File: config.mk
export PLATFORM = sky130hd
export DESIGN_NAME = global_regs
export DESIGN_NICKNAME = d
export VERILOG_FILES = /design/src/capture_pkg.sv /design/src/global_regs.sv
export SDC_FILE = /design/constraint.sdc
export NUM_CORES = 1
export LEC_CHECK = 0
export ABC_AREA = 0
export BUFFER_PORTS_ARGS = -buffer_cell sky130_fd_sc_hd__buf_4
export CAP_MARGIN = 20
export CORE_ASPECT_RATIO = 0.8
export CORE_MARGIN = 8
export CORE_UTILIZATION = 56
export DETAILED_ROUTE_END_ITERATION = 8
export GPL_ROUTABILITY_DRIVEN = 0
export PLACE_DENSITY = 0.85
export SLEW_MARGIN = 20
export SYNTH_ARGS = -nofsm -noshare
export SYNTH_HDL_FRONTEND = slang
export SYNTH_SLANG_ARGS = --single-unit
File: constraint.sdc
create_clock -name clk_125 -period 3.83 [get_ports clk_125]
set_input_delay 0.383 -clock clk_125 [delete_from_list [all_inputs] [get_ports clk_125]]
set_output_delay 0.383 -clock clk_125 [all_outputs]
set_load 0.02 [all_outputs]
File: src/capture_pkg.sv
`default_nettype none

package capture_pkg;

  // --------------------
  // Widths
  // --------------------
  localparam int DATA_W     = 16;
  localparam int ADDR_W     = 16;
  localparam int BUF_ADDR_W = 12;
  localparam int TS_W       = 32;
  localparam int LEN_W      = 12;
  localparam int STATUS_W   = 4;

  // --------------------
  // Address map
  // --------------------
  // Frame byte 0 lands here, words below sit under the register window
  localparam logic [BUF_ADDR_W-1:0] BUF_BASE_WORD = 12'd8;

  // Address bits 15:13
  typedef enum logic [2:0] {
    REGION_GLOBAL = 3'd0,
    REGION_RX1    = 3'd4
  } region_e;

  // Byte offsets inside a region
  localparam logic [2:0] OFS_STATUS = 3'd0;
  localparam logic [2:0] OFS_CNT_LO = 3'd2;
  localparam logic [2:0] OFS_CNT_HI = 3'd4;
  localparam logic [2:0] OFS_TS_LO  = 3'd0;
  localparam logic [2:0] OFS_TS_HI  = 3'd2;
  localparam logic [2:0] OFS_LEN    = 3'd4;

  // Bits 12:3 all zero selects the registers
  localparam int REG_WINDOW_W = 10;

  // Slot status bits
  localparam int STAT_READY_BIT = 0;
  localparam int STAT_ARM_BIT   = 1;

  typedef enum logic [1:0] {
    RX_IDLE,
    RX_WAIT_GAP,
    RX_LOAD,
    RX_DONE
  } rx_state_e;

  typedef enum logic [1:0] {
    HB_IDLE,
    HB_MEM_ADDR,
    HB_MEM_WAIT,
    HB_ACK
  } host_state_e;

endpackage

`default_nettype wire

File: src/global_regs.sv
`timescale 1ns/1ps
`default_nettype none

module global_regs (
  input  wire                              clk_125,
  input  wire                              core_rst_n,
  input  wire                              frame_done_i,
  input  wire                              stat_we_i,
  input  wire                              cnt_lo_we_i,
  input  wire                              cnt_hi_we_i,
  input  wire  [1:0]                       sel_i,
  input  wire  [capture_pkg::DATA_W-1:0]   wdata_i,
  output logic [capture_pkg::STATUS_W-1:0] status_o,
  output logic [capture_pkg::TS_W-1:0]     global_cnt_o,
  output logic                             armed_o,
  output logic                             irq_o
);

  // --------------------
  // Slot status
  // --------------------
  always_ff @(posedge clk_125 or negedge core_rst_n) begin
    if (!core_rst_n) begin
      status_o <= '0;
    end else if (frame_done_i) begin
      status_o[capture_pkg::STAT_READY_BIT] <= 1'b1;
      status_o[capture_pkg::STAT_ARM_BIT]   <= 1'b0;
    end else if (stat_we_i && sel_i[0]) begin
      status_o <= wdata_i[capture_pkg::STATUS_W-1:0];
    end
  end

  assign armed_o = status_o[capture_pkg::STAT_ARM_BIT];
  assign irq_o   = status_o[capture_pkg::STAT_READY_BIT];

  // --------------------
  // Global counter
  // --------------------
  // A write loads the selected bytes and skips the increment
  always_ff @(posedge clk_125 or negedge core_rst_n) begin
    if (!core_rst_n) begin
      global_cnt_o <= '0;
    end else if (cnt_lo_we_i || cnt_hi_we_i) begin
      for (int b = 0; b < 2; b++) begin
        if (sel_i[b] && cnt_lo_we_i) begin
          global_cnt_o[8*b +: 8] <= wdata_i[8*b +: 8];
        end
        if (sel_i[b] && cnt_hi_we_i) begin
          global_cnt_o[capture_pkg::DATA_W + 8*b +: 8] <= wdata_i[8*b +: 8];
        end
      end
    end else begin
      global_cnt_o <= global_cnt_o + 1'b1;
    end
  end

endmodule

`default_nettype wire

==> flow_metrics.py <==
metrics = {
    "pwr": {
        "share_comb_of_total_power_pct": 29.5,
        "finalPower_mw": 1.16,
        "seq_power_share_pct": 45.3,
        "vdd_drop_max_mv": 0.328,
        "intPower_mw": 0.746,
        "cellPowerDensity_nw_per_um2": 429,
        "power.clock.fraction_pct": 25.2,
        "leakage_nw": 1.20,
        "total_switching_power_mw": 0.413,
        "p_sw_share_pct": 35.6,
    },
    "critical_path": {
        "critPathCaptureType": "register",
        "path_max_fanout": 8,
        "critical-path-slowest-cell": "sky130_fd_sc_hd__or3b_2",
        "critical_path_cell_list": "or3b_2 > nor3_2 > nand2_1 > o211ai_1 > o311ai_0",
        "arrival_ns": 2.28,
        "cp-endpoint": "global_cnt_o[18]",
        "cp_slowest_stage_delay_ns": 0.51,
        "capture_instance_of_the_worst_register_to_register_path": "global_cnt_o[18]",
        "rr_worst_depth": 5,
        "critical_path_class": "register to register",
        "setup.worst_path.start_class": "register",
        "regToRegSetupSlack_ns": 1.69,
        "cp_data_required_time_ns": 3.97,
        "critical_path.reg2reg.startpoint": "global_cnt_o[7]",
        "crit_start": "global_cnt_o[7]",
    },
    "die": {
        "fp-row-count": 20,
        "core_area_sq_um": 3730,
        "die_h_microns": 71.2,
        "initial_cell_density_of_the_core_pct": 57.1,
        "num_io_pins": 62,
        "die_w_microns": 84.9,
        "dieArea_sq_um": 6040,
    },
    "cells_and_area": {
        "finish.utilization_pct": 72.3,
        "stdcell_area_sq_um": 2700,
        "insertedDiodeCount": 0,
        "most_used_cells_in_the_layout_excluding_fill_and_tap_cells": "61 x sky130_fd_sc_hd__buf_4, 38 x sky130_fd_sc_hd__nand2_1, 36 x sky130_fd_sc_hd__dfrtp_1",
        "synthToLayoutAreaGrowth_pct": 26.7,
        "final_layout_size_suffix_gt1_share_pct": 26.3,
        "non_filler_instance_count_after_layout": 344,
        "layout_commonest_cell": "sky130_fd_sc_hd__buf_4",
        "final.fill_count": 312,
        "multi_input_comb_area_sq_um": 1170,
        "seqCellArea_sq_um": 901,
        "final_nets": 325,
    },
    "placement": {
        "numPlacedInstances": 337,
        "pre_cts_slack_ns": 1.72,
        "numPortBuffers": 61,
        "post_dp_cell_area_sq_um": 2600,
        "dp_hpwl_microns": 4980,
    },
    "run_status": {
        "status": "finished clean",
    },
    "cts": {
        "post-cts-setup-buffer-count": 0,
        "ctsResizeCount": 0,
        "htree_num_levels": 2,
        "cts.hold.buffers_added": 0,
        "cts_buffers": 5,
        "clockRootBuffer": "sky130_fd_sc_hd__clkbuf_8",
        "cts.path.max_buffers": 2,
        "clock_tree_from_tritoncts": "done",
        "cts_num_sinks": 36,
        "insertion_delay_ns": 0.29,
        "cts.clk_slew.worst_paths_ns": 0.07,
    },
    "route": {
        "drc_errors": 0,
        "drtIter0Drc": 234,
        "routed_wire_length_per_instance_microns": 19.3,
        "via_count": 2320,
        "routed_wl_microns": 6630,
        "vias_per_cell": 6.74,
        "iteration_count_of_the_initial_detailed_routing_pass": 6,
        "drt.antenna.violating_nets": 0,
    },
    "global_routing": {
        "globalRouteOverflowTotal": 0,
        "met1_usage_pct": 28.9,
        "grt.met2_usage_pct": 33.1,
        "grt_busiest_layer": "met2",
        "grt_antenna_before_repair": 0,
        "met3_capacity_usage_during_global_routing_pct": 5.21,
        "grtUsageTotal_pct": 22.0,
        "first_global_vias": 2141,
        "grt_start_max_net_pins": 37,
        "first_pass_grt_wire_length_microns": 10700,
    },
    "logic_synthesis": {
        "synth-seq-cells": 36,
        "yosys.area.top_type_share_pct": 42.3,
        "yosysSeqAreaShare_pct": 42.3,
        "synth-warning-count": 0,
        "synth_enable_flop_cells": 0,
        "yosysTopAreaCell": "sky130_fd_sc_hd__dfrtp_1",
        "ys_top_cells_by_area": "sky130_fd_sc_hd__dfrtp_1 42%, sky130_fd_sc_hd__nand2_1 6.7%, sky130_fd_sc_hd__nand3_1 5.4%, sky130_fd_sc_hd__o211ai_1 3.5%, sky130_fd_sc_hd__nor2_1 3.3%",
        "post_synth_num_cell_types": 48,
        "syn_nets": 266,
        "synth_area_per_cell_sq_um": 8.84,
        "post_synth_inst_count": 241,
        "mappedNetlistArea_sq_um": 2130,
        "ys.flop_type": "sky130_fd_sc_hd__dfrtp_1",
        "asyncSetResetFlopFracSynth_pct": 100,
    },
    "timing": {
        "final_critical_path_setup_slack_ns": 1.69,
        "rsz0062_at_grt": "false",
        "finalSetupTns_ns": 0,
        "finalSetupViolations": 0,
        "timing.slew.headroom_pct": 44.8,
        "fin_hold_ws_ns": 0.0439,
        "final_period_minus_worst_setup_slack_ns": 2.14,
        "final.setup_skew_ns": 0.0104,
        "upper_clock_frequency_limit_mhz": 468,
        "tightestPinTransition_ns": 0.825,
        "final_min_period_over_clock_period_pct": 55.8,
        "number_of_failing_hold_endpoints_at_the_final_stage": 0,
        "final_max_slew_viol_count": 0,
    },
    "run": {
        "maxCapViolCount": 0,
    },
    "hold_path": {
        "holdCritPathClass": "input port to async pin",
    },
}
[worst min-delay path by stage]
stage / slack (ns) / endpoint / cells after the start / from
floorplan: 0.09 / global_cnt_o[0] / 0 / core_rst_n
global placement: 0.37 / status_o[0] / 1 / core_rst_n
detailed placement: 0.36 / status_o[1] / 1 / core_rst_n
CTS: 0.05 / global_cnt_o[3] / 1 / core_rst_n
global route: 0.09 / global_cnt_o[4] / 1 / core_rst_n
finish: 0.04 / global_cnt_o[4] / 1 / core_rst_n
[kinds of logic after synthesis]
kind of cell,share of synthesized area (%)
and+or+nand+nor,32.3
AOI/OAI and AO/OA,19.7
DFF,42.3
buffers and inverters,2.64
muxes,2.47
adders and majority gates,0.587
[synth_stat cells, types with 5 or more instances]
cell / count
sky130_fd_sc_hd__o21ai_0: 7
sky130_fd_sc_hd__nand2_1: 38
sky130_fd_sc_hd__and4_1: 7
sky130_fd_sc_hd__dfrtp_1: 36
sky130_fd_sc_hd__nand4_1: 10
sky130_fd_sc_hd__o211ai_1: 10
sky130_fd_sc_hd__nand3_1: 23
sky130_fd_sc_hd__and3_1: 9
sky130_fd_sc_hd__nor3_1: 7
sky130_fd_sc_hd__and2_1: 5
sky130_fd_sc_hd__nor2_1: 19
sky130_fd_sc_hd__clkbuf_1: 7
sky130_fd_sc_hd__a31oi_1: 5
[area by class of cell]
type                       instances  share of cell area (%)
timing repair buffer              61                    17.0
multi-input combinational        192                    43.5
inverter                           4                   0.557
clock buffer                       7                    3.57
sequential                        36                    33.4
tap                               44                    2.04
[critical path: cells and delay by family (launching register included)]
kind / cells / cell delay (ns)
AND/OR/NAND/NOR: 3 / 1.16
flip-flops: 1 / 0.45
AO/OA/AOI/OAI: 2 / 0.38
[sequential cells by signal (all words and copies together) (netlist names)]
register      flops
global_cnt_o     32
status_o          4
[power groups by stage]
stage          sequential [mW]  combinational, mW  clock (mW)
6_report                 0.524              0.342       0.292
5_1_grt                  0.531              0.370       0.307
4_1_cts                  0.521              0.344       0.293
3_5_place_dp             0.527              0.341           0
3_3_place_gp             0.526              0.337           0
2_1_floorplan            0.580              0.118           0
[metal layers]
layer,routed length [microns],vias to the layer above,share of wire [%]
li1,-,1044,-
met1,2770,1116,42
met2,3010,142,45
met3,665,18,10
met4,184,0,2.8
met5,0,-,0
(Power assumes the default switching activity.)
