### config.mk
export PLATFORM = sky130hd
export DESIGN_NAME = host_bus_decoder
export DESIGN_NICKNAME = d
export VERILOG_FILES = /design/src/capture_pkg.sv /design/src/host_bus_decoder.sv
export SDC_FILE = /design/constraint.sdc
export NUM_CORES = 1
export LEC_CHECK = 0
export BUFFER_PORTS_ARGS = -buffer_cell sky130_fd_sc_hd__buf_2
export CORE_ASPECT_RATIO = 0.6
export CORE_MARGIN = 2
export CORE_UTILIZATION = 44
export CTS_BUF_LIST = sky130_fd_sc_hd__clkbuf_4
export DETAILED_ROUTE_END_ITERATION = 8
export PLACE_DENSITY = 0.95
export SETUP_SLACK_MARGIN = 0.02
export SLEW_MARGIN = 30
export SYNTH_ARGS = -nofsm -noshare
export SYNTH_HDL_FRONTEND = slang
export SYNTH_SLANG_ARGS = --single-unit
### constraint.sdc
create_clock -name clk_125 -period 5.59 [get_ports clk_125]
set_clock_uncertainty 0.2 [all_clocks]
set_input_delay 0.2795 -clock clk_125 [delete_from_list [all_inputs] [get_ports clk_125]]
set_output_delay 0.2795 -clock clk_125 [all_outputs]
set_load 0.02 [all_outputs]
### src/capture_pkg.sv
`default_nettype none

package capture_pkg;

  // --------------------
  // Widths
  // --------------------
  localparam int DATA_W     = 16;
  localparam int ADDR_W     = 16;
  localparam int BUF_ADDR_W = 12;
  localparam int TS_W       = 32;
  localparam int LEN_W      = 12;
  localparam int STATUS_W   = 4;

  // --------------------
  // Address map
  // --------------------
  // Frame byte 0 lands here, words below sit under the register window
  localparam logic [BUF_ADDR_W-1:0] BUF_BASE_WORD = 12'd8;

  // Address bits 15:13
  typedef enum logic [2:0] {
    REGION_GLOBAL = 3'd0,
    REGION_RX1    = 3'd4
  } region_e;

  // Byte offsets inside a region
  localparam logic [2:0] OFS_STATUS = 3'd0;
  localparam logic [2:0] OFS_CNT_LO = 3'd2;
  localparam logic [2:0] OFS_CNT_HI = 3'd4;
  localparam logic [2:0] OFS_TS_LO  = 3'd0;
  localparam logic [2:0] OFS_TS_HI  = 3'd2;
  localparam logic [2:0] OFS_LEN    = 3'd4;

  // Bits 12:3 all zero selects the registers
  localparam int REG_WINDOW_W = 10;

  // Slot status bits
  localparam int STAT_READY_BIT = 0;
  localparam int STAT_ARM_BIT   = 1;

  typedef enum logic [1:0] {
    RX_IDLE,
    RX_WAIT_GAP,
    RX_LOAD,
    RX_DONE
  } rx_state_e;

  typedef enum logic [1:0] {
    HB_IDLE,
    HB_MEM_ADDR,
    HB_MEM_WAIT,
    HB_ACK
  } host_state_e;

endpackage

`default_nettype wire

### src/host_bus_decoder.sv
`timescale 1ns/1ps
`default_nettype none

module host_bus_decoder (
  input  wire                                clk_125,
  input  wire                                core_rst_n,
  // Host bus
  input  wire                                wb_cyc_i,
  input  wire                                wb_stb_i,
  input  wire                                wb_we_i,
  input  wire  [capture_pkg::ADDR_W-1:0]     wb_adr_i,
  input  wire  [1:0]                         wb_sel_i,
  input  wire  [capture_pkg::DATA_W-1:0]     wb_dat_i,
  output logic [capture_pkg::DATA_W-1:0]     wb_dat_o,
  output logic                               wb_ack_o,
  // Global registers
  output logic                               stat_we_o,
  output logic                               cnt_lo_we_o,
  output logic                               cnt_hi_we_o,
  output logic [1:0]                         sel_o,
  output logic [capture_pkg::DATA_W-1:0]     wdata_o,
  input  wire  [capture_pkg::STATUS_W-1:0]   status_i,
  input  wire  [capture_pkg::TS_W-1:0]       global_cnt_i,
  // Receive slot
  input  wire  [capture_pkg::TS_W-1:0]       rx_timestamp_i,
  input  wire  [capture_pkg::LEN_W-1:0]      rx_frame_len_i,
  // Frame buffer port A
  output logic [capture_pkg::BUF_ADDR_W-1:0] a_addr_o,
  output logic                               a_we_o,
  output logic [1:0]                         a_be_o,
  output logic [capture_pkg::DATA_W-1:0]     a_wdata_o,
  input  wire  [capture_pkg::DATA_W-1:0]     a_rdata_i
);

  capture_pkg::host_state_e       state;
  capture_pkg::region_e           region;
  logic                           in_window;
  logic [2:0]                     reg_ofs;
  logic                           req;
  logic                           buf_acc;
  logic                           glb_wr;
  logic [capture_pkg::DATA_W-1:0] reg_rdata;

  // --------------------
  // Address decode
  // --------------------
  assign region    = capture_pkg::region_e'(wb_adr_i[capture_pkg::ADDR_W-1 -: 3]);
  assign in_window = (wb_adr_i[capture_pkg::REG_WINDOW_W+2:3] == '0);
  assign reg_ofs   = {wb_adr_i[2:1], 1'b0};
  // No new request while the previous ack is still out
  assign req       = wb_cyc_i && wb_stb_i && !wb_ack_o;
  assign buf_acc   = (region == capture_pkg::REGION_RX1) && !in_window;
  assign glb_wr    = wb_we_i && in_window && (region == capture_pkg::REGION_GLOBAL);

  assign sel_o   = wb_sel_i;
  assign wdata_o = wb_dat_i;

  // Unmapped and reserved offsets read as zero
  always_comb begin
    reg_rdata = '0;
    if (in_window) begin
      case (region)
        capture_pkg::REGION_GLOBAL: begin
          case (reg_ofs)
            capture_pkg::OFS_STATUS: reg_rdata[capture_pkg::STATUS_W-1:0] = status_i;
            capture_pkg::OFS_CNT_LO: reg_rdata = global_cnt_i[capture_pkg::DATA_W-1:0];
            capture_pkg::OFS_CNT_HI: reg_rdata = global_cnt_i[capture_pkg::TS_W-1 -: 16];
            default: ;
          endcase
        end
        capture_pkg::REGION_RX1: begin
          case (reg_ofs)
            capture_pkg::OFS_TS_LO: reg_rdata = rx_timestamp_i[capture_pkg::DATA_W-1:0];
            capture_pkg::OFS_TS_HI: reg_rdata = rx_timestamp_i[capture_pkg::TS_W-1 -: 16];
            capture_pkg::OFS_LEN:   reg_rdata[capture_pkg::LEN_W-1:0] = rx_frame_len_i;
            default: ;
          endcase
        end
        default: ;
      endcase
    end
  end

  // --------------------
  // Bus FSM
  // --------------------
  always_ff @(posedge clk_125 or negedge core_rst_n) begin
    if (!core_rst_n) begin
      state       <= capture_pkg::HB_IDLE;
      wb_ack_o    <= 1'b0;
      a_we_o      <= 1'b0;
      stat_we_o   <= 1'b0;
      cnt_lo_we_o <= 1'b0;
      cnt_hi_we_o <= 1'b0;
    end else begin
      wb_ack_o    <= 1'b0;
      a_we_o      <= 1'b0;
      stat_we_o   <= 1'b0;
      cnt_lo_we_o <= 1'b0;
      cnt_hi_we_o <= 1'b0;
      case (state)
        capture_pkg::HB_IDLE: begin
          if (req) begin
            if (buf_acc && !wb_we_i) begin
              state <= capture_pkg::HB_MEM_ADDR;
            end else begin
              state       <= capture_pkg::HB_ACK;
              a_we_o      <= buf_acc && wb_we_i;
              stat_we_o   <= glb_wr && (reg_ofs == capture_pkg::OFS_STATUS);
              cnt_lo_we_o <= glb_wr && (reg_ofs == capture_pkg::OFS_CNT_LO);
              cnt_hi_we_o <= glb_wr && (reg_ofs == capture_pkg::OFS_CNT_HI);
            end
          end
        end
        capture_pkg::HB_MEM_ADDR: begin
          state <= capture_pkg::HB_MEM_WAIT;
        end
        capture_pkg::HB_MEM_WAIT: begin
          wb_ack_o <= 1'b1;
          state    <= capture_pkg::HB_IDLE;
        end
        capture_pkg::HB_ACK: begin
          wb_ack_o <= 1'b1;
          state    <= capture_pkg::HB_IDLE;
        end
        default: begin
          state <= capture_pkg::HB_IDLE;
        end
      endcase
    end
  end

  always_ff @(posedge clk_125) begin
    if (state == capture_pkg::HB_IDLE && req) begin
      a_addr_o  <= wb_adr_i[capture_pkg::BUF_ADDR_W:1];
      a_be_o    <= wb_sel_i;
      a_wdata_o <= wb_dat_i;
    end
    if (state == capture_pkg::HB_MEM_WAIT) begin
      wb_dat_o <= a_rdata_i;
    end else if (state == capture_pkg::HB_ACK) begin
      wb_dat_o <= reg_rdata;
    end
  end

endmodule

`default_nettype wire

==> results of run 1 <==
==> registers in the layout (all words and copies together), names as in the netlist <==
signal / count
a_we_o: 1
stat_we_o: 1
state: 2
cnt_lo_we_o: 1
wb_ack_o: 1
a_addr_o: 12
a_wdata_o: 16
cnt_hi_we_o: 1
wb_dat_o: 16
a_be_o: 2
==> critical path, delay by kind of cell (launching register included) <==
family | cells | cell delay (ps)
AOI/OAI and AO/OA | 1 | 560
and+or+nand+nor | 2 | 1130
DFF | 1 | 730
==> synth_stat cells (4+ instances only) <==
cell / count
a222oi_1: 16
a22oi_1: 16
buf_4: 18
clkbuf_1: 12
dfrtp_1: 7
edfxtp_1: 46
ha_1: 4
inv_1: 5
nand2_1: 16
nor4_1: 5
o22a_1: 13
o31ai_1: 5
o31ai_2: 8
==> metal layers <==
| layer | vias up | wire length (µm) |
|---|---|---|
| li1 | 1245 | - |
| met3 | 8 | 757 |
| met2 | 179 | 5030 |
| met1 | 1349 | 3480 |
| met5 | - | 0 |
| met4 | 0 | 77 |
==> final timing paths <==
| check | start | endpoint | slack [ps] |
|---|---|---|---|
| worst max-delay path | state[1]$_DFFE_PN0P_ | wb_dat_o[0]$_DFFE_PP_ | 2780 |
| worst min-delay path | wb_we_i | cnt_hi_we_o$_DFF_PN0_ | 30 |
| worst max register to register | state[1]$_DFFE_PN0P_ | wb_dat_o[0]$_DFFE_PP_ | 2780 |
| worst min register to register | state[0]$_DFFE_PN0P_ | state[1]$_DFFE_PN0P_ | 490 |
| max in group asynchronous | core_rst_n | state[1]$_DFFE_PN0P_ | 4980 |
| min in group asynchronous | core_rst_n | state[0]$_DFFE_PN0P_ | 60 |
==> cell families after synthesis <==
family	share of synthesized area [%]
AO/OA/AOI/OAI	22.1
adder cells (fa/ha/maj)	1.89
buffers and inverters	8.94
flip-flops	58.8
AND/OR/NAND/NOR	8.27
==> final cells by class <==
type / instances / area, µm² / share of cell area [%]
tap: 80 / 100 / 2.44
inverter: 5 / 18.8 / 0.458
timing repair buffer: 251 / 1500 / 36.5
clock buffer: 5 / 37.5 / 0.916
multi-input combinational: 108 / 858 / 21.0
sequential: 53 / 1560 / 38.0
antenna: 1 / 2.50 / 0.0611
clock inverter: 3 / 26.3 / 0.641
==> power by group through the flow <==
stage          sequential [mW]  combinational, mW  clock [mW]
4_1_cts                  0.483              0.225       0.188
6_report                 0.483              0.229       0.184
2_1_floorplan            0.517             0.0840           0
3_3_place_gp             0.489              0.192           0
3_5_place_dp             0.492              0.199           0
5_1_grt                  0.486              0.245       0.204
==> stage by stage <==
stage          util, %  instances  area (µm²)  power, mW
6_report          71.8        506        4100      0.896
5_1_grt           71.8        505        4090      0.935
4_1_cts           71.8        505        4090      0.896
3_5_place_dp      62.4        450        3560      0.691
3_3_place_gp      62.3        450        3550      0.681
2_1_floorplan        -        201        2650      0.601
==> results.cfg, run 1 <==
[power]
power_frac_clock_pct = 20.5
internal_power_mw = 0.622
pwr_density_cell_nw_per_um2 = 219
leakagePower_nw = 1.79
peakVddDrop_mv = 0.119
p_comb_share_pct = 25.6
sw_frac_of_total_pct = 30.5
p_sw_mw = 0.273
power_frac_seq_pct = 53.9

[clock_network]
tritoncts = built
clock_path_buffers = 2
h-tree-depth = 2
cts_inserted_buffers = 5
cts_resized = 0
clockRootBuffer = clkbuf_4
holdBufCountCts = 47
post-cts-setup-buffers = 0
clkSinkCount = 53
path_clk_slew_ps = 170
clkLatencyLatePin_ps = 370

[layout]
nNetsFinal = 563
area_growth_pct = 54.8
nFillCells = 429
drive_gt1_share_pct = 54.1
final_common_cell = buf_2
layout_common_cells = buf_2, dlygate4sd3_1, edfxtp_1

[routing]
wl_per_cell_um = 18.5
wl_mm = 9.34
num_vias = 2781
detail-route-antenna-nets = 0
detail_route.iter0.violations = 240
first_pass_iters = 7
drc = 0
via_per_inst = 5.50

[die]
rows = 21
die_y_um = 64.1
die_x_um = 104
start_util_pct = 46.4
ios = 204
die-area_um2 = 6670
coreArea_um2 = 5700

[critical_path]
crit_path_cell_trace = nor2b_1 -> nand4b_1 -> o31ai_1
cp_max_fo = 20
start_kind = flop
max_stage_delay_ps = 840
required_ps = 5570
crit_slowest_cell = nand4b_1
end_kind = flop
reg2reg_depth = 3
critical_path_class = reg2reg
arrival_ps = 2790

[yosys]
yosysWarnings = 0
synth-async-reset-ratio_pct = 13.2
synthCells = 201
ys_seq_elements = 53
synth_top_area_share_pct = 52.2
synth_edf_count = 46
syn-mean-instance-area_um2 = 13.2
ys_seq_area_share_pct = 58.8
synth_area_leader_cell = edfxtp_1
synth_area_um2 = 2650
yosysUniqueCellTypes = 31
synth_fp_nets = 340
synthFlopType = edfxtp_1
synthTopCellsByArea = edfxtp_1, dfrtp_1, a222oi_1

[sta]
setup_viol = 0
rsz0062_at_grt = no
whs_ps = 34.2
slew_headroom_pct = 33.8
fin_ws_ps = 2780
drv_slew = 0
setup_tns_ps = 0
fin_crit_sh_pct = 50.3
finalHoldViolations = 0
tightest_slew_ps = 988
layout_min_cycle_time_ps = 2810
fmaxAchievable_ghz = 0.356

[outcome]
status = finished clean

[global_route]
grtUsageMet3_pct = 6.22
gr-total-overflow = 0
grt_max_degree = 34
antenna_found_initial = 0
met2_usage_pct = 52.3
grt_pass1_vias = 2834
grt_pass1_wl_mm = 14.1
top_usage_layer = met2
grtUsageMet1_pct = 31.6
grt_use_total_pct = 27.4

[flow_run]
maxCapViolCount = 0

[placed_design]
routabilityCongestion = 0.769
io_buffers = 202
dp_slack_ps = 2840
hpwl_mm = 6.32

[hold_path]
holdPathStages = 3
min_path_type = in2reg
Note: power is estimated with default switching activity, not from simulation.
==> inputs of run 2 (changes only) <==
- CORE_UTILIZATION: 44 -> 37
- PLACE_DENSITY: 0.95 -> 0.87
- clock period: 5.59 -> 2.4 ns (I/O delays scaled with it)
==> results.cfg, run 2 (synthesis results as in run 1) <==
[routing]
met2_length_mm = 4.15
detail_route.iter0.violations = 227
wl_met3_um = 883
drc = 11
top_layer_used = met4
wl_per_cell_um = 16.2
num_vias = 2717
first_pass_iters = 8
wl_mm = 8.55
drt-met1-wl_mm = 3.44
detail-route-antenna-nets = 0
via_per_inst = 5.16

[sta]
fmaxAchievable_ghz = 0.463
finalHoldViolations = 0
slew_headroom_pct = 73.9
rsz0062_at_grt = no
setup_viol = 0
layout_min_cycle_time_ps = 2160
drv_slew = 0
setup_tns_ps = 0
whs_ps = 58.0
fin_ws_ps = 242
tightest_slew_ps = 388
fin_crit_sh_pct = 89.9

[layout]
reg.largest.list = a_wdata_o x16, wb_dat_o x16, a_addr_o x12
n_antenna_cell = 0
design_area_um2 = 4230
utilization_pct = 62.3
nNetsFinal = 578
final_common_cell = buf_2
nFillCells = 541
area_growth_pct = 60.0
layout_common_cells = buf_2, dlygate4sd3_1, edfxtp_1
drive_gt1_share_pct = 53.4

[global_route]
grt_use_total_pct = 21.0
grt_max_degree = 34
grt_pass1_vias = 2703
gr-total-overflow = 0
antenna_found_initial = 0
grt_pass1_wl_mm = 13.1

[critical_path]
cp-startpoint = wb_adr_i[2]
start_kind = primary input
crit_path_cell_trace = dlygate4sd3_1 -> buf_2 -> inv_1 -> ha_1 -> or4b_4 -> o22a_2 -> o31ai_2
timing.rr.start = wb_ack_o$_DFF_PN0_
cp_max_fo = 12
cp.buffers_inverters = 3
max_stage_delay_ps = 570
required_ps = 2410
critical_path.top_delay_family = buffers and inverters
crit_slowest_cell = or4b_4
arrival_ps = 2170
end_kind = flop
critical_path_class = in2reg

[die]
coreArea_um2 = 6790
die-area_um2 = 7870
die_y_um = 69.5
ios = 204
rows = 23
start_util_pct = 39.0
die_x_um = 113

[hold_path]
min_from = wb_stb_i
min_path_type = in2reg

[clock_network]
cts_inserted_buffers = 5
path_clk_slew_ps = 160
tritoncts = built
clkSinkCount = 53
clockRootBuffer = clkbuf_4
clkLatencyLatePin_ps = 380
clock_path_buffers = 2
h-tree-depth = 2

[power]
peakVddDrop_mv = 0.306
pwr_density_cell_nw_per_um2 = 490
leakagePower_nw = 1.86

[flow_run]
maxCapViolCount = 0

[placed_design]
routabilityCongestion = 0.780
io_buffers = 202
hpwl_mm = 6.09
placed_cell_area_um2 = 3610
dp_slack_ps = 376

[outcome]
status = finished with violations
violations = design-rule violations
## run 2: changes by cell type in the layout (fill, tap and decap cells not counted), sizes merged
cell	delta
clkinv	+1
buf	+6
diode	-1
clkbuf	+1
dlygate4sd3	+9
clkinvlp	-2
## run 2: cell type report
cell class                      count  area (µm²)  area share, %
Clock buffer                        6        45.0           1.06
Inverter                            5        18.8          0.443
Clock inverter                      2        13.8          0.325
Sequential cell                    53        1560           36.8
Multi-Input combinational cell    108         860           20.3
Tap cell                           87         109           2.57
Timing Repair Buffer              266        1630           38.5
## run 2: path summary, 6_finish.rpt
kind | depth (start not counted) | slack [ps] | to
hold reg to reg | 2 | 430 | state[0]$_DFFE_PN0P_
min in group asynchronous | 3 | 450 | cnt_hi_we_o$_DFF_PN0_
hold / removal | 4 | 60 | cnt_lo_we_o$_DFF_PN0_
setup / recovery | 7 | 240 | wb_dat_o[5]$_DFFE_PP_
setup reg to reg | 4 | 580 | cnt_hi_we_o$_DFF_PN0_
max in group asynchronous | 3 | 1320 | a_we_o$_DFF_PN0_
## run 2: routing by layer
metal | track usage, % | up-vias
li1 | - | 1272
met1 | 26.8 | 1271
met2 | 36.1 | 162
met3 | 5.86 | 12
met4 | 3.52 | 0
met5 | 0 | -
## run 2: tightest hold or removal path: cells and delay by family
family,cells,cell delay (ps)
buf+inv,1,90
simple gates,3,410
## run 2: repair_timing
action | in CTS | in global routing
hold buffers | 56 | 0
gates resized for setup | 0 | 1
buffers inserted | 0 | 0
setup endpoints to repair | 0 | 1
endpoints found under the hold margin | 59 | 0
## run 2: where the power goes
| part | switching [mW] | internal, mW | total, mW |
|---|---|---|---|
| Combinational | 0.304 | 0.255 | 0.559 |
| Sequential | 0.0180 | 1.09 | 1.10 |
| Clock | 0.284 | 0.129 | 0.413 |
| Total | 0.606 | 1.47 | 2.08 |
## run 2: through the flow
stage	instances	power [mW]
after CTS	527	2.10
after global placement	463	1.60
after global routing	527	2.17
final	527	2.08
after floorplan	201	1.40
after detailed placement	463	1.61
==> inputs of run 3 (changes only) <==
- CTS_BUF_LIST: sky130_fd_sc_hd__clkbuf_4 -> sky130_fd_sc_hd__clkbuf_8
==> results.cfg, run 3 (synthesis results as in run 1) <==
[routing]
num_vias = 2699
wl_per_cell_um = 16.5
wl_mm = 8.61
via_per_inst = 5.16
first_pass_iters = 7
drc = 11
detail-route-antenna-nets = 0
detail_route.iter0.violations = 239

[clock_network]
post-cts-setup-buffers = 0
clkSinkCount = 53
clkLatencyLatePin_ps = 310
tritoncts = built
h-tree-depth = 2
clockRootBuffer = clkbuf_8
clock_path_buffers = 2
path_clk_slew_ps = 100
cts_inserted_buffers = 5

[layout]
n_antenna_cell = 0
reg.largest.list = a_wdata_o x16, wb_dat_o x16, a_addr_o x12
layout_common_cells = buf_2, dlygate4sd3_1, edfxtp_1
final_common_cell = buf_2
instances_no_fill = 523
utilization_pct = 62.3
area_growth_pct = 59.9
drive_gt1_share_pct = 53.9
nNetsFinal = 574
design_area_um2 = 4230

[sta]
fin_crit_sh_pct = 93.9
layout_min_cycle_time_ps = 2250
setup_tns_ps = 0
slew_headroom_pct = 74.4
rsz0062_at_grt = no
tightest_slew_ps = 383
setup_viol = 0
drv_slew = 0
finalHoldViolations = 0
fmaxAchievable_ghz = 0.444
whs_ps = 74.4
fin_ws_ps = 147

[critical_path]
start_kind = primary input
reg2reg_to = cnt_hi_we_o$_DFF_PN0_
cp_max_fo = 5
reg2reg_depth = 4
timing.rr.start = wb_ack_o$_DFF_PN0_
reg2reg_slack_ps = 510
required_ps = 2450
end_kind = flop
max_stage_delay_ps = 600
path_common_cell = dlygate4sd3_1
critical_path_class = in2reg
crit_slowest_cell = dlygate4sd3_1
arrival_ps = 2300
crit_path_cell_trace = dlygate4sd3_1 -> buf_2 -> nor4_2 -> nand3_1 -> nor4_1 -> dlygate4sd3_1

[global_route]
gr-total-overflow = 0
grt_pass1_vias = 2702
antenna_found_initial = 0
grt_pass1_wl_mm = 13.2
grt_max_degree = 34
grt_use_total_pct = 21.2

[hold_path]
min_path_type = in2reg
min_from = wb_cyc_i
min_to = state[0]$_DFFE_PN0P_
holdPathStages = 3

[die]
rows = 23
die_x_um = 113
ios = 204
coreArea_um2 = 6790
die-area_um2 = 7870
start_util_pct = 39.0
die_y_um = 69.5

[placed_design]
placed_cells = 463
io_buffers = 202
routabilityCongestion = 0.780
dp_slack_ps = 376
hpwl_mm = 6.09
placed_cell_area_um2 = 3610

[flow_run]
maxCapViolCount = 0

[power]
power_frac_seq_pct = 51.1
pwr_density_cell_nw_per_um2 = 510
sw_frac_of_total_pct = 28.6
internal_power_mw = 1.54
leakagePower_nw = 1.86
power_mw = 2.16
peakVddDrop_mv = 0.265
p_sw_mw = 0.617
power_frac_clock_pct = 23.1
p_comb_share_pct = 25.8

[outcome]
status = finished with violations
violations = design-rule violations
==> run 3: worst max-delay path, delay by kind of cell <==
kind                   cells  cell delay (ps)
and+or+nand+nor            3              920
buffers and inverters      3             1260
==> run 3: area by class of cell <==
| type | count | area [µm²] |
|---|---|---|
| inverter | 5 | 18.8 |
| clock buffer | 5 | 68.8 |
| clock inverter | 3 | 17.5 |
| multi-input combinational | 108 | 866 |
| fill | 541 | 2560 |
| timing repair buffer | 262 | 1600 |
| tap | 87 | 109 |
| sequential | 53 | 1560 |
==> run 3: power groups by stage <==
stage / Combinational (mW) / Sequential (mW) / Clock (mW)
after floorplan: 0.196 / 1.20 / 0
after CTS: 0.554 / 1.10 / 0.520
after global placement: 0.478 / 1.12 / 0
after detailed placement: 0.489 / 1.12 / 0
after global routing: 0.603 / 1.11 / 0.545
final: 0.556 / 1.10 / 0.499
==> run 3: worst max-delay path by stage <==
| stage | start | end | slack [ps] |
|---|---|---|---|
| finish | wb_adr_i[10] | cnt_hi_we_o$_DFF_PN0_ | 150 |
| detailed placement | wb_adr_i[2] | wb_dat_o[5]$_DFFE_PP_ | 380 |
| global route | wb_adr_i[4] | cnt_hi_we_o$_DFF_PN0_ | 50 |
| CTS | wb_adr_i[4] | cnt_hi_we_o$_DFF_PN0_ | 80 |
| global placement | wb_adr_i[1] | wb_dat_o[5]$_DFFE_PP_ | 460 |
| floorplan | wb_ack_o$_DFF_PN0_ | a_addr_o[0]$_DFFE_PP_ | 330 |
==> run 3: metal layers <==
layer	up-vias	track usage [%]	wire (µm)
met5	-	0	0
met4	0	3.93	46
met3	7	5.59	788
met2	145	36.8	4290
met1	1284	27.1	3490
li1	1263	-	-
==> run 3: what timing repair did <==
item | in CTS | in global routing
hold buffers | 52 | 0
gates resized for setup | 0 | 3
endpoints found under the hold margin | 57 | 0
endpoints found under the setup margin | 0 | 1
