===== src/capture_pkg.sv =====
`default_nettype none

package capture_pkg;

  // --------------------
  // Widths
  // --------------------
  localparam int DATA_W     = 16;
  localparam int ADDR_W     = 16;
  localparam int BUF_ADDR_W = 12;
  localparam int TS_W       = 32;
  localparam int LEN_W      = 12;
  localparam int STATUS_W   = 4;

  // --------------------
  // Address map
  // --------------------
  // Frame byte 0 lands here, words below sit under the register window
  localparam logic [BUF_ADDR_W-1:0] BUF_BASE_WORD = 12'd8;

  // Address bits 15:13
  typedef enum logic [2:0] {
    REGION_GLOBAL = 3'd0,
    REGION_RX1    = 3'd4
  } region_e;

  // Byte offsets inside a region
  localparam logic [2:0] OFS_STATUS = 3'd0;
  localparam logic [2:0] OFS_CNT_LO = 3'd2;
  localparam logic [2:0] OFS_CNT_HI = 3'd4;
  localparam logic [2:0] OFS_TS_LO  = 3'd0;
  localparam logic [2:0] OFS_TS_HI  = 3'd2;
  localparam logic [2:0] OFS_LEN    = 3'd4;

  // Bits 12:3 all zero selects the registers
  localparam int REG_WINDOW_W = 10;

  // Slot status bits
  localparam int STAT_READY_BIT = 0;
  localparam int STAT_ARM_BIT   = 1;

  typedef enum logic [1:0] {
    RX_IDLE,
    RX_WAIT_GAP,
    RX_LOAD,
    RX_DONE
  } rx_state_e;

  typedef enum logic [1:0] {
    HB_IDLE,
    HB_MEM_ADDR,
    HB_MEM_WAIT,
    HB_ACK
  } host_state_e;

endpackage

`default_nettype wire


===== src/eth_rx_capture.sv =====
`timescale 1ns/1ps
`default_nettype none

module eth_rx_capture (
  input  wire                                clk_125,
  input  wire                                core_rst_n,
  input  wire                                armed_i,
  input  wire  [capture_pkg::TS_W-1:0]       global_cnt_i,
  input  wire                                rx_dv_i,
  input  wire  [7:0]                         rx_data_i,
  output logic                               frame_done_o,
  output logic                               rx_busy_o,
  output logic                               buf_we_o,
  output logic [capture_pkg::BUF_ADDR_W-1:0] buf_addr_o,
  output logic [1:0]                         buf_be_o,
  output logic [capture_pkg::DATA_W-1:0]     buf_wdata_o,
  output logic [capture_pkg::TS_W-1:0]       rx_timestamp_o,
  output logic [capture_pkg::LEN_W-1:0]      rx_frame_len_o
);

  capture_pkg::rx_state_e          state;
  logic [capture_pkg::LEN_W-1:0]   byte_cnt;
  logic                            byte_valid;

  assign byte_valid   = (state == capture_pkg::RX_LOAD) && rx_dv_i;
  assign frame_done_o = (state == capture_pkg::RX_DONE);
  assign rx_busy_o    = (state == capture_pkg::RX_LOAD);

  // --------------------
  // Receive FSM
  // --------------------
  always_ff @(posedge clk_125 or negedge core_rst_n) begin
    if (!core_rst_n) begin
      state          <= capture_pkg::RX_IDLE;
      byte_cnt       <= '0;
      buf_we_o       <= 1'b0;
      rx_timestamp_o <= '0;
      rx_frame_len_o <= '0;
    end else begin
      buf_we_o <= 1'b0;
      case (state)
        capture_pkg::RX_IDLE: begin
          byte_cnt <= '0;
          if (armed_i) begin
            state <= capture_pkg::RX_WAIT_GAP;
          end
        end
        // Never start in the middle of a frame
        capture_pkg::RX_WAIT_GAP: begin
          if (!armed_i) begin
            state <= capture_pkg::RX_IDLE;
          end else if (!rx_dv_i) begin
            state <= capture_pkg::RX_LOAD;
          end
        end
        capture_pkg::RX_LOAD: begin
          if (rx_dv_i) begin
            buf_we_o <= 1'b1;
            byte_cnt <= byte_cnt + 1'b1;
            if (byte_cnt == '0) begin
              rx_timestamp_o <= global_cnt_i;
            end
          end else if (byte_cnt != '0) begin
            state <= capture_pkg::RX_DONE;
          end
        end
        capture_pkg::RX_DONE: begin
          rx_frame_len_o <= byte_cnt;
          state          <= capture_pkg::RX_IDLE;
        end
        default: begin
          state <= capture_pkg::RX_IDLE;
        end
      endcase
    end
  end

  // Even bytes go low, odd bytes go high
  always_ff @(posedge clk_125) begin
    if (byte_valid) begin
      buf_addr_o  <= capture_pkg::BUF_BASE_WORD +
                     capture_pkg::BUF_ADDR_W'(byte_cnt[capture_pkg::LEN_W-1:1]);
      buf_be_o    <= byte_cnt[0] ? 2'b10 : 2'b01;
      buf_wdata_o <= {rx_data_i, rx_data_i};
    end
  end

endmodule

`default_nettype wire


===== config.mk =====
export PLATFORM = sky130hd
export DESIGN_NAME = eth_rx_capture
export DESIGN_NICKNAME = d
export VERILOG_FILES = /design/src/capture_pkg.sv /design/src/eth_rx_capture.sv
export SDC_FILE = /design/constraint.sdc
export NUM_CORES = 1
export LEC_CHECK = 0
export BUFFER_PORTS_ARGS = -buffer_cell sky130_fd_sc_hd__buf_2
export CAP_MARGIN = 15
export CELL_PAD_IN_SITES_DETAIL_PLACEMENT = 1
export CELL_PAD_IN_SITES_GLOBAL_PLACEMENT = 1
export CORE_UTILIZATION = 39
export CTS_BUF_LIST = sky130_fd_sc_hd__clkbuf_16
export CTS_CLUSTER_DIAMETER = 30
export CTS_CLUSTER_SIZE = 40
export DETAILED_ROUTE_END_ITERATION = 8
export PLACE_DENSITY_LB_ADDON = 0.3
export SYNTH_ARGS = -nofsm -noshare
export SYNTH_HDL_FRONTEND = slang
export SYNTH_SLANG_ARGS = --single-unit

===== constraint.sdc =====
create_clock -name clk_125 -period 2.5 [get_ports clk_125]
set_clock_uncertainty 0.2 [all_clocks]
set_input_delay 0.25 -clock clk_125 [delete_from_list [all_inputs] [get_ports clk_125]]
set_output_delay 0.25 -clock clk_125 [all_outputs]
set_load 0.05 [all_outputs]

==> out/results.tsv, run 1 <==
stage	metric	value	unit
critical_path	endpoint	rx_timestamp_o[11]	
drt	vias	2447	
sta	rsz0062_at_grt	false	
flow_run	cap_viol_max_count	0	
yosys	ys_types	38	
critical_path	worstSetupPathType	register to register	
clock_network	path_clk_slew	0.06	ns
drt	drtIter0Drc	90	
die	die_area	9150	sq um
yosys	syn_avg_cell_area	14.9	sq um
yosys	synth_warnings	0	
clock_network	cts_tree	yes	
pwr	cellPowerDensity	1150	nW/um^2
clock_network	cts_made_buffers	9	
finish	drive_gt1_share	47.7	%
place	placed_cell_area	4100	sq um
drt	drc	0	
critical_path	worstPathRequired	2.51	ns
yosys	synth_area	3420	sq um
sta	period_share	91.4	%
critical_path	worstRegToRegCells	6	
finish	design_area	4840	sq um
pwr	peakVddDrop	616	uV
sta	hold_viol	0	
yosys	synth-main-ff-cell	dfrtp_1	
sta	slew_headroom	55.8	%
yosys	synth-seq-cells	81	
yosys	synth_fp_nets	278	
global_route	grt_max_degree	35	
clock_network	cts-htree-levels	3	
clock_network	clkLatencyLatePin	0.33	ns
pwr	p_leak	2.38	nW
die	io_pins	121	
global_route	antenna_found_initial	0	
place	dp_slack	0.210	ns
status	status	completed	
finish	fin_nets	441	
finish	syn2layout_area_growth	41.6	%
critical_path	rrSetupSlack	0.21	ns
global_route	grt_pass1_vias	2599	
hold_path	hp-class	input port to register	
sta	setup_viol	0	
critical_path	cp_max_fo	13	
drt	wire_per_inst	17.6	microns
critical_path	startpoint_type	register	
global_route	track_usage	20.3	%
sta	fin_tns_setup	0	ns
sta	worst_slack	0.215	ns
sta	clock.fmax	0.438	GHz
die	die_x	95.6	microns
place	hpwl	5590	microns
sta	worstMarginPinSlew	0.662	ns
die	fp.dieH	95.6	microns
critical_path	end_kind	register	
critical_path	r2r_start	byte_cnt[4]	
global_route	overflow	0	
yosys	synth-seq-area-share	62.5	%
clock_network	cts_root_buffer	clkbuf_16	
clock_network	clock-sinks	81	
sta	maxSlewViolCount	0	
critical_path	startpoint	byte_cnt[4]	
yosys	synth-edff-count	22	
yosys	async_flop_share	72.8	%
drt	drt_wl_total	8890	microns
drt	ant_nets	0	
finish	regArea	2140	sq um
die	initial_core_util	41.0	%
critical_path	arrival	2.30	ns
drt	first_pass_iters	4	
clock_network	cts_setup_buffers	0	
die	rows	33	
finish	fill_cells	862	
drt	routed_via_density	4.86	
finish	multi_input_area	1110	sq um
critical_path	r2r_end	rx_timestamp_o[11]	
clock_network	ctsLongestPathBuffers	2	
sta	period_needed	2.29	ns
finish	fin_util	58.1	%
global_route	grt_pass1_wl	13400	microns
die	coreArea	8340	sq um
place	place_congestion	0.777	
place	numPortBuffers	120	
yosys	synth_cells	230	
[cell usage after synthesis, types with 4 or more instances]
| master | count | area share [%] |
|---|---|---|
| buf_4 | 8 | 1.8 |
| dfrtp_1 | 59 | 43 |
| edfxtp_1 | 22 | 19 |
| ha_1 | 4 | 1.5 |
| inv_1 | 9 | 0.99 |
| mux2_2 | 9 | 3.0 |
| mux2_4 | 30 | 13 |
| mux2i_1 | 5 | 1.5 |
| nand2_1 | 16 | 1.8 |
| nand3_1 | 6 | 0.88 |
| nand4_1 | 4 | 0.73 |
| nor2_1 | 5 | 0.55 |
| o21ai_0 | 10 | 1.5 |
| xor2_1 | 4 | 1.0 |
[how the worst min path moves through the flow]
stage	slack (ns)	from	depth (start not counted)	to
floorplan	-0.25	core_rst_n	0	async pin
global placement	0.11	core_rst_n	1	rx_frame_len_o[2]
detailed placement	0.12	core_rst_n	1	rx_frame_len_o[2]
CTS	0.07	rx_dv_i	3	register
global route	0.1	rx_dv_i	3	register
finish	0.08	rx_dv_i	3	register
[per-stage QoR]
step,cells,hold slack (ns),total power [mW]
2_1_floorplan,230,-0.246,3.58
3_3_place_gp,445,0.115,4.06
3_5_place_dp,445,0.124,4.10
4_1_cts,503,0.0691,5.56
5_1_grt,503,0.0961,5.76
6_report,504,0.0811,5.55
[registers in the layout (all words and copies together), names as in the netlist, named ones only]
name,flops
buf_be_o,2
buf_wdata_o,8
buf_we_o,1
byte_cnt,12
buf_addr_o,12
state,1
rx_timestamp_o,32
rx_frame_len_o,12
[cell type report]
cell class                 instances  share of cell area (%)
clock buffer                      10                    5.17
timing repair buffer             170                    22.8
antenna                            1                  0.0517
tap                              105                    2.71
multi-input combinational        121                    22.9
sequential                        81                    44.1
inverter                          10                   0.775
clock inverter                     6                    1.42
[power by group]
| part | total (mW) | internal, mW | switching (mW) |
|---|---|---|---|
| clock | 1.40 | 0.844 | 0.554 |
| sequential | 1.88 | 1.69 | 0.195 |
| combinational | 2.27 | 0.704 | 1.56 |
[layout by cell type (no fill, tap or decap), types with 3 or more instances in the layout]
cell type and instances:
nand3_1 6, mux2i_1 5, mux2_4 30, nor4_1 3, xnor2_1 3, buf_2 120, nand2b_1 3, dlygate4sd3_1 42
buf_4 6, clkbuf_16 10, xor2_1 4, inv_1 9, nand2_1 16, nand4_1 4, mux2_2 9, o21ai_0 10
o31ai_1 3, nor2_1 5, dfrtp_1 59, ha_1 4, edfxtp_1 22
[worst max-delay path, stage by stage (launching register included)]
cell and delay, ns:
dfrtp_1 0.43, inv_1 0.16, ha_1 0.16, and4bb_2 0.29, nand4_4 0.32, buf_4 0.30
mux2_4 0.30
[metal layers]
metal / vias to the layer above / global-route usage [%] / share of wire (%)
li1: 1143 / - / -
met1: 1215 / 23.6 / 39
met2: 75 / 35.7 / 54
met3: 14 / 5.42 / 4.5
met4: 0 / 7.71 / 2.2
met5: - / 0 / 0
[what timing repair did]
item | in CTS | in global routing
hold endpoints to repair | 67 | 0
gates resized for setup | 0 | 0
hold buffers | 42 | 0
[cells by family (layout without fill, tap and decap cells)]
| group | count (synthesis) | in the layout | synth area share (%) |
|---|---|---|---|
| DFF | 81 | 81 | 62.5 |
| muxes | 44 | 44 | 17.6 |
| buffers and inverters | 28 | 196 | 5.09 |
| other | 0 | 1 | 0 |
| and+or+nand+nor | 45 | 45 | 7.65 |
| adders and majority gates | 4 | 4 | 1.46 |
| AOI/OAI and AO/OA | 21 | 21 | 3.92 |
| xor gates and xnor gates | 7 | 7 | 1.79 |
(Power assumes the default switching activity.)
==> run 2, diff against run 1 <==
--- a/config.mk
+++ b/config.mk
@@ -5,11 +5,12 @@
 export SDC_FILE = /design/constraint.sdc
 export NUM_CORES = 1
 export LEC_CHECK = 0
-export BUFFER_PORTS_ARGS = -buffer_cell sky130_fd_sc_hd__buf_2
+export ABC_AREA = 1
+export BUFFER_PORTS_ARGS = -buffer_cell sky130_fd_sc_hd__clkbuf_2
 export CAP_MARGIN = 15
 export CELL_PAD_IN_SITES_DETAIL_PLACEMENT = 1
 export CELL_PAD_IN_SITES_GLOBAL_PLACEMENT = 1
-export CORE_UTILIZATION = 39
+export CORE_UTILIZATION = 37
 export CTS_BUF_LIST = sky130_fd_sc_hd__clkbuf_16
 export CTS_CLUSTER_DIAMETER = 30
 export CTS_CLUSTER_SIZE = 40
==> out/results.tsv, run 2 <==
stage	metric	value	unit	change
drt	routed_via_density	4.89		+0.63%
global_route	overflow	0		unchanged
drt	ant_nets	0		unchanged
flow_run	cap_viol_max_count	0		unchanged
yosys	synth-seq-cells	81		unchanged
die	io_pins	121		unchanged
global_route	grt_max_degree	33		-5.7%
die	initial_core_util	38.1	%	-2.9 points
clock_network	path_clk_slew	0.07	ns	about the same
critical_path	crit_chain	inv_1 > ha_1 > nand3_2 > nor2_4 > nand3_4 > nand2_1 > nand2_1		
critical_path	path_delay_family	simple AND/OR/NAND/NOR gates		
clock_network	clkLatencyLatePin	0.34	ns	about the same
drt	drtIter0Drc	121		+34%
pwr	switching_share	46.8	%	+5.1 points
global_route	grt_pass1_wl	16800	microns	+26%
die	fp.dieH	99.6	microns	+4.1%
yosys	yosysTopAreaCellShare	41.9	%	-1.3 points
pwr	intPower	2.97	mW	-8.4%
critical_path	crit_slowest_cell	dfrtp_1		
sta	hold_viol	0		unchanged
yosys	synth-main-ff-cell	dfrtp_1		
die	die_area	9910	sq um	+8.4%
drt	wire_per_inst	16.2	microns	-8.3%
yosys	ys_top_cells_by_count	nand2_1 (106), dfrtp_1 (59), nand4_1 (37)		
sta	slew_headroom	49.3	%	-6.5 points
finish	largest_reg_flops	32		unchanged
global_route	track_usage	22.4	%	+2.0 points
drt	vias	3117		+27%
clock_network	postCtsHoldBufs	42		unchanged
drt	first_pass_iters	4		unchanged
finish	drive_gt1_share	31.8	%	-16 points
pwr	clockPowerShare	23.7	%	-1.5 points
critical_path	end_kind	register		
clock_network	cts_root_buffer	clkbuf_16		
critical_path	rrSetupSlack	0.48	ns	+0.27 ns
sta	maxSlewViolCount	0		unchanged
sta	fin_tns_setup	0	ns	unchanged
global_route	grt_pass1_vias	3233		+24%
critical_path	startpoint_type	register		
finish	most-common-layout-cells	clkbuf_2 (120), nand2_1 (106), dfrtp_1 (59)		
yosys	synth.most_common_cell	nand2_1		
die	rows	35		+6.1%
critical_path	worstPathRequired	2.52	ns	about the same
pwr	power	5.57	mW	+0.40%
sta	setup_viol	0		unchanged
finish	syn2layout_area_growth	38.8	%	
clock_network	clock-sinks	81		unchanged
yosys	synth_area_leaders	dfrtp_1 (42%), edfxtp_1 (19%), nand2_1 (11%), nand4_1 (6.6%), buf_4 (3.2%)		
pwr	power_frac_seq	34.0	%	about the same
critical_path	worstSetupPathDepth	7		+1
yosys	async_flop_share	72.8	%	unchanged
critical_path	cp_max_fo	32		+19
clock_network	cts_tree	yes		
global_route	antenna_found_initial	0		unchanged
drt	drc	0		unchanged
clock_network	ctsLongestPathBuffers	2		unchanged
hold_path	hp-class	input port to register		
sta	clock.fmax	0.496	GHz	+13%
hold_path	hold_depth	3		unchanged
finish	final_common_cell	clkbuf_2		
clock_network	cts_made_buffers	9		unchanged
pwr	peakVddDrop	415	uV	-33%
status	status	completed		
sta	worstMarginPinSlew	0.761	ns	+0.0982 ns
yosys	synth_fp_nets	395		+42%
yosys	synth_warnings	0		unchanged
pwr	p_leak	2.50	nW	+5.1%
clock_network	cts_setup_buffers	0		unchanged
sta	rsz0062_at_grt	false		
yosys	synth-edff-count	22		unchanged
die	coreArea	9240	sq um	+11%
drt	drt_wl_total	10300	microns	+16%
yosys	ys_types	27		-29%
yosys	syn_avg_cell_area	10.2	sq um	-32%
yosys	synth-seq-area-share	60.7	%	-1.8 points
finish	num_antenna_cells	0		-1
pwr	combPwrFrac	42.3	%	+1.5 points
yosys	synth_area_leader_cell	dfrtp_1		
die	die_x	99.6	microns	+4.1%
finish	fin_nets	552		+25%
clock_network	ctsResizeCount	0		unchanged
place	place_congestion	0.790		+1.6%
place	numPortBuffers	120		unchanged
finish	fill_cells	1088		+26%
critical_path	worstSetupPathType	register to register		
finish	largest-register	rx_timestamp_o		
yosys	synth_cells	347		+51%
critical_path	arrival	2.04	ns	-0.26 ns
sta	period_share	80.6	%	-11 points
clock_network	cts-htree-levels	3		unchanged
place	hpwl	6630	microns	+19%
yosys	synth_area	3520	sq um	+3.0%
critical_path	path_common_cell	nand2_1		
pwr	switchingPower	2.61	mW	+13%
sta	period_needed	2.02	ns	-0.270 ns
pwr	cellPowerDensity	1140	nW/um^2	-0.55%
critical_path	critPathMaxStageDelay	0.43	ns	about the same
critical_path	worstRegToRegCells	7		+1
critical_path	cp_num_buf_inv	1		-1
==> run 2: changes by cell type in the layout (fill, tap and decap cells not counted), moves of 9 or more <==
cell / delta
mux2_2: -9
mux2_4: -30
o21ai_0: +12
nand2_1: +90
clkbuf_2: +120
buf_2: -120
nand4_1: +33
==> run 2: worst register-to-register path: cells and delay by family (launching register included) <==
kind | cells | cell delay, ns
AND/OR/NAND/NOR | 5 | 0.86
flip-flops | 1 | 0.43
adder cells (fa/ha/maj) | 1 | 0.22
buffers and inverters | 1 | 0.18
==> run 2: final timing paths <==
kind / start / end
setup / recovery: byte_cnt[4] / rx_timestamp_o[22]
hold / removal: rx_dv_i / state[0]
setup reg to reg: byte_cnt[4] / rx_timestamp_o[22]
hold reg to reg: rx_timestamp_o[4] / rx_timestamp_o[4]
max in group asynchronous: core_rst_n / byte_cnt[9]
min in group asynchronous: core_rst_n / rx_timestamp_o[2]
==> run 2: logic make-up after synthesis <==
kind of cell    share of synthesized area, %
simple gates                            25.0
flops                                   60.7
buf+inv                                 7.57
compound gates                          3.87
xor+xnor                                1.49
fa+ha+maj                               1.42
==> run 2: cell type report <==
type / instances / area, sq um / area share [%]
clock buffers: 9 / 225 / 4.61
clock inverters: 7 / 70.1 / 1.43
inverters: 24 / 90.1 / 1.84
multi-input cells: 219 / 1120 / 22.9
flip-flops and latches: 81 / 2140 / 43.7
well taps: 129 / 161 / 3.30
repair buffers: 169 / 1090 / 22.2
==> run 2: stage by stage <==
stage | area [sq um] | setup WS (ns) | hold WS, ns | std cells | utilization (%)
2_1_floorplan | 3520 | 0.876 | -0.246 | 347 | -
5_1_grt | 4890 | 0.336 | 0.0752 | 638 | 52.9
6_report | 4890 | 0.484 | 0.0701 | 638 | 52.9
3_5_place_dp | 4170 | 0.522 | 0.171 | 580 | 45.2
3_3_place_gp | 4170 | 0.568 | 0.156 | 580 | 45.2
4_1_cts | 4890 | 0.486 | 0.0631 | 638 | 52.9
==> run 2: per-layer routing <==
layer	up-vias	GRT usage [%]	share of wire (%)
met1	1524	27.9	42
met3	18	4.99	4.4
met2	97	38.4	51
met5	-	0	0
li1	1478	-	-
met4	0	7.69	2.1
==> run 2: power groups by stage <==
| stage | clock (mW) | combinational, mW | sequential, mW |
|---|---|---|---|
| detailed placement | 0 | 2.30 | 1.91 |
| global route | 1.40 | 2.52 | 1.93 |
| finish | 1.32 | 2.36 | 1.90 |
| floorplan | 0 | 0.757 | 2.89 |
| global placement | 0 | 2.25 | 1.90 |
| CTS | 1.35 | 2.36 | 1.89 |
==> run 3, diff against run 2 <==
--- a/config.mk
+++ b/config.mk
@@ -5,12 +5,12 @@
 export SDC_FILE = /design/constraint.sdc
 export NUM_CORES = 1
 export LEC_CHECK = 0
-export ABC_AREA = 1
+export ABC_AREA = 0
 export BUFFER_PORTS_ARGS = -buffer_cell sky130_fd_sc_hd__clkbuf_2
 export CAP_MARGIN = 15
 export CELL_PAD_IN_SITES_DETAIL_PLACEMENT = 1
 export CELL_PAD_IN_SITES_GLOBAL_PLACEMENT = 1
-export CORE_UTILIZATION = 37
+export CORE_UTILIZATION = 39
 export CTS_BUF_LIST = sky130_fd_sc_hd__clkbuf_16
 export CTS_CLUSTER_DIAMETER = 30
 export CTS_CLUSTER_SIZE = 40
==> constraint.sdc (replaced) <==
create_clock -name clk_125 -period 2 [get_ports clk_125]
set_clock_uncertainty 0.2 [all_clocks]
set_input_delay 0.2 -clock clk_125 [delete_from_list [all_inputs] [get_ports clk_125]]
set_output_delay 0.2 -clock clk_125 [all_outputs]
set_load 0.05 [all_outputs]
==> out/results.tsv, run 3 (synthesized netlist as in run 1, its figures left out) <==
stage	metric	value	unit	change
clock_network	path_clk_slew	0.06	ns	about the same
die	rows	33		-5.7%
global_route	grt_pass1_wl	13900	microns	-18%
sta	maxSlewViolCount	0		unchanged
clock_network	cts-htree-levels	3		unchanged
place	dp_slack	0.0892	ns	-0.433 ns
sta	hold_viol	0		unchanged
finish	final_common_cell	clkbuf_2		
drt	drtIter0Drc	71		-41%
clock_network	ctsLongestPathBuffers	2		unchanged
die	coreArea	8340	sq um	-9.7%
finish	syn2layout_area_growth	46.5	%	
drt	wire_per_inst	18.6	microns	+15%
die	io_pins	121		unchanged
drt	ant_nets	0		unchanged
drt	drc	0		unchanged
critical_path	r2r_end	rx_timestamp_o[7]		
finish	fin_nets	459		-17%
finish	drive_gt1_share	51.2	%	+19 points
drt	routed_via_density	4.86		-0.48%
global_route	antenna_found_initial	1		+1
global_route	grt_pass1_vias	2735		-15%
critical_path	startpoint	byte_cnt[1]		
drt	vias	2538		-19%
hold_path	hold_depth	3		unchanged
clock_network	cts_root_buffer	clkbuf_16		
die	die_area	9150	sq um	-7.7%
clock_network	clock-sinks	81		unchanged
critical_path	crit_slowest_cell	dfrtp_1		
critical_path	startpoint_type	register		
die	fp.dieH	95.6	microns	-3.9%
hold_path	hp-class	input port to register		
sta	worst_slack	-0.000707	ns	-0.485 ns
sta	worstMarginPinSlew	0.392	ns	-0.369 ns
sta	hold_ws	0.0427	ns	-0.0274 ns
finish	largest-register	rx_timestamp_o		
critical_path	end_kind	register		
clock_network	clkLatencyLatePin	0.34	ns	about the same
critical_path	worstRegToRegCells	6		-1
flow_run	cap_viol_max_count	0		unchanged
critical_path	worstSetupPathType	register to register		
finish	largest_reg_flops	32		unchanged
clock_network	cts_made_buffers	9		unchanged
place	numPortBuffers	120		unchanged
die	initial_core_util	41.0	%	+2.9 points
sta	period_needed	2.00	ns	-0.0151 ns
critical_path	arrival	2.02	ns	-0.02 ns
status	violations	negative setup slack		
pwr	peakVddDrop	811	uV	+95%
pwr	p_leak	2.48	nW	-0.95%
critical_path	cp_num_buf_inv	2		+1
critical_path	rrSetupSlack	-0.0007	ns	-0.48 ns
sta	period_share	100	%	+19 points
sta	slew_headroom	73.6	%	+24 points
sta	fin_tns_setup	-0.000707	ns	-0.000707 ns
critical_path	endpoint	rx_timestamp_o[7]		
critical_path	worstPathRequired	2.02	ns	-0.50 ns
critical_path	worstSetupPathDepth	6		-1
sta	clock.fmax	0.500	GHz	+0.75%
die	die_x	95.6	microns	-3.9%
pwr	cellPowerDensity	1370	nW/um^2	+20%
critical_path	cp_max_fo	8		-75%
status	status	finished with violations		
critical_path	critPathMaxStageDelay	0.42	ns	about the same
finish	most-common-layout-cells	clkbuf_2 (120), dfrtp_1 (59), dlygate4sd3_1 (42)		
global_route	grt_max_degree	33		unchanged
critical_path	r2r_start	byte_cnt[1]		
sta	setup_viol	1		+1
hold_path	worstHoldStart	rx_dv_i		
global_route	overflow	0		unchanged
place	hpwl	5750	microns	-13%
global_route	track_usage	20.6	%	-1.7 points
place	place_congestion	0.797		+0.89%
drt	first_pass_iters	4		unchanged
critical_path	path_delay_family	simple AND/OR/NAND/NOR gates		
clock_network	cts_tree	yes		
critical_path	crit_chain	inv_2 > ha_4 > and4bb_2 > nand4_4 > clkbuf_16 > mux2_4		
drt	drt_wl_total	9730	microns	-5.6%
finish	fin_util	60.1	%	+7.2 points
-- run 3: cell types whose count changed in the layout (fill, tap and decap cells not counted), moves of 7 or more --
cell,change
nand2_1,-90
nand4_1,-33
mux2_4,+30
buf_4,+15
o21ai_0,-12
inv_1,-10
mux2_2,+9
nor2_1,-8
nand3_1,-7
-- run 3: area by class of cell --
| cell class | count | area, sq um |
|---|---|---|
| well taps | 105 | 131 |
| fillers | 865 | 3330 |
| clock inverters | 7 | 50.0 |
| repair buffers | 188 | 1290 |
| clock buffers | 9 | 225 |
| flip-flops and latches | 81 | 2140 |
| inverters | 10 | 42.5 |
| multi-input cells | 121 | 1130 |
| diodes | 1 | 2.50 |
-- run 3: what timing repair did --
| item | CTS | global route |
|---|---|---|
| setup endpoints to repair | 0 | 3 |
| setup buffers | 0 | 5 |
| hold endpoints to repair | 101 | 0 |
| gates resized for setup | 0 | 10 |
| hold buffers | 42 | 0 |
-- run 3: how the worst min path moves through the flow --
stage | to | slack [ns]
finish | register | 0.04
global route | register | 0.10
CTS | register | 0.05
detailed placement | rx_frame_len_o[2] | -0.08
global placement | rx_frame_len_o[2] | -0.08
floorplan | async pin | -0.30
-- run 3: power by group --
| group | internal (mW) | total, mW | switching (mW) |
|---|---|---|---|
| Sequential | 2.11 | 2.38 | 0.264 |
| Clock | 0.851 | 1.55 | 0.696 |
| Combinational | 0.929 | 2.93 | 2.00 |
-- run 3: layer usage --
layer / up-vias / track usage, % / part of all wire, %
li1: 1174 / - / -
met1: 1272 / 24.4 / 41
met2: 81 / 35.9 / 53
met3: 11 / 4.94 / 3.9
met4: 0 / 8.58 / 1.8
met5: - / 0 / 0
-- run 3: worst register-to-register path, delay by kind of cell, from the launching register on --
family	cells	cell delay (ns)
fa+ha+maj	1	0.12
buf+inv	2	0.37
flops	1	0.42
mux	1	0.29
simple gates	2	0.48
-- run 3: through the flow --
stage          instances  area, sq um  power (mW)
6_report             522         5010        6.86
5_1_grt              522         5010        7.12
3_5_place_dp         456         4200        5.15
4_1_cts              514         4890        6.77
3_3_place_gp         456         4200        5.08
2_1_floorplan        230         3420        4.48
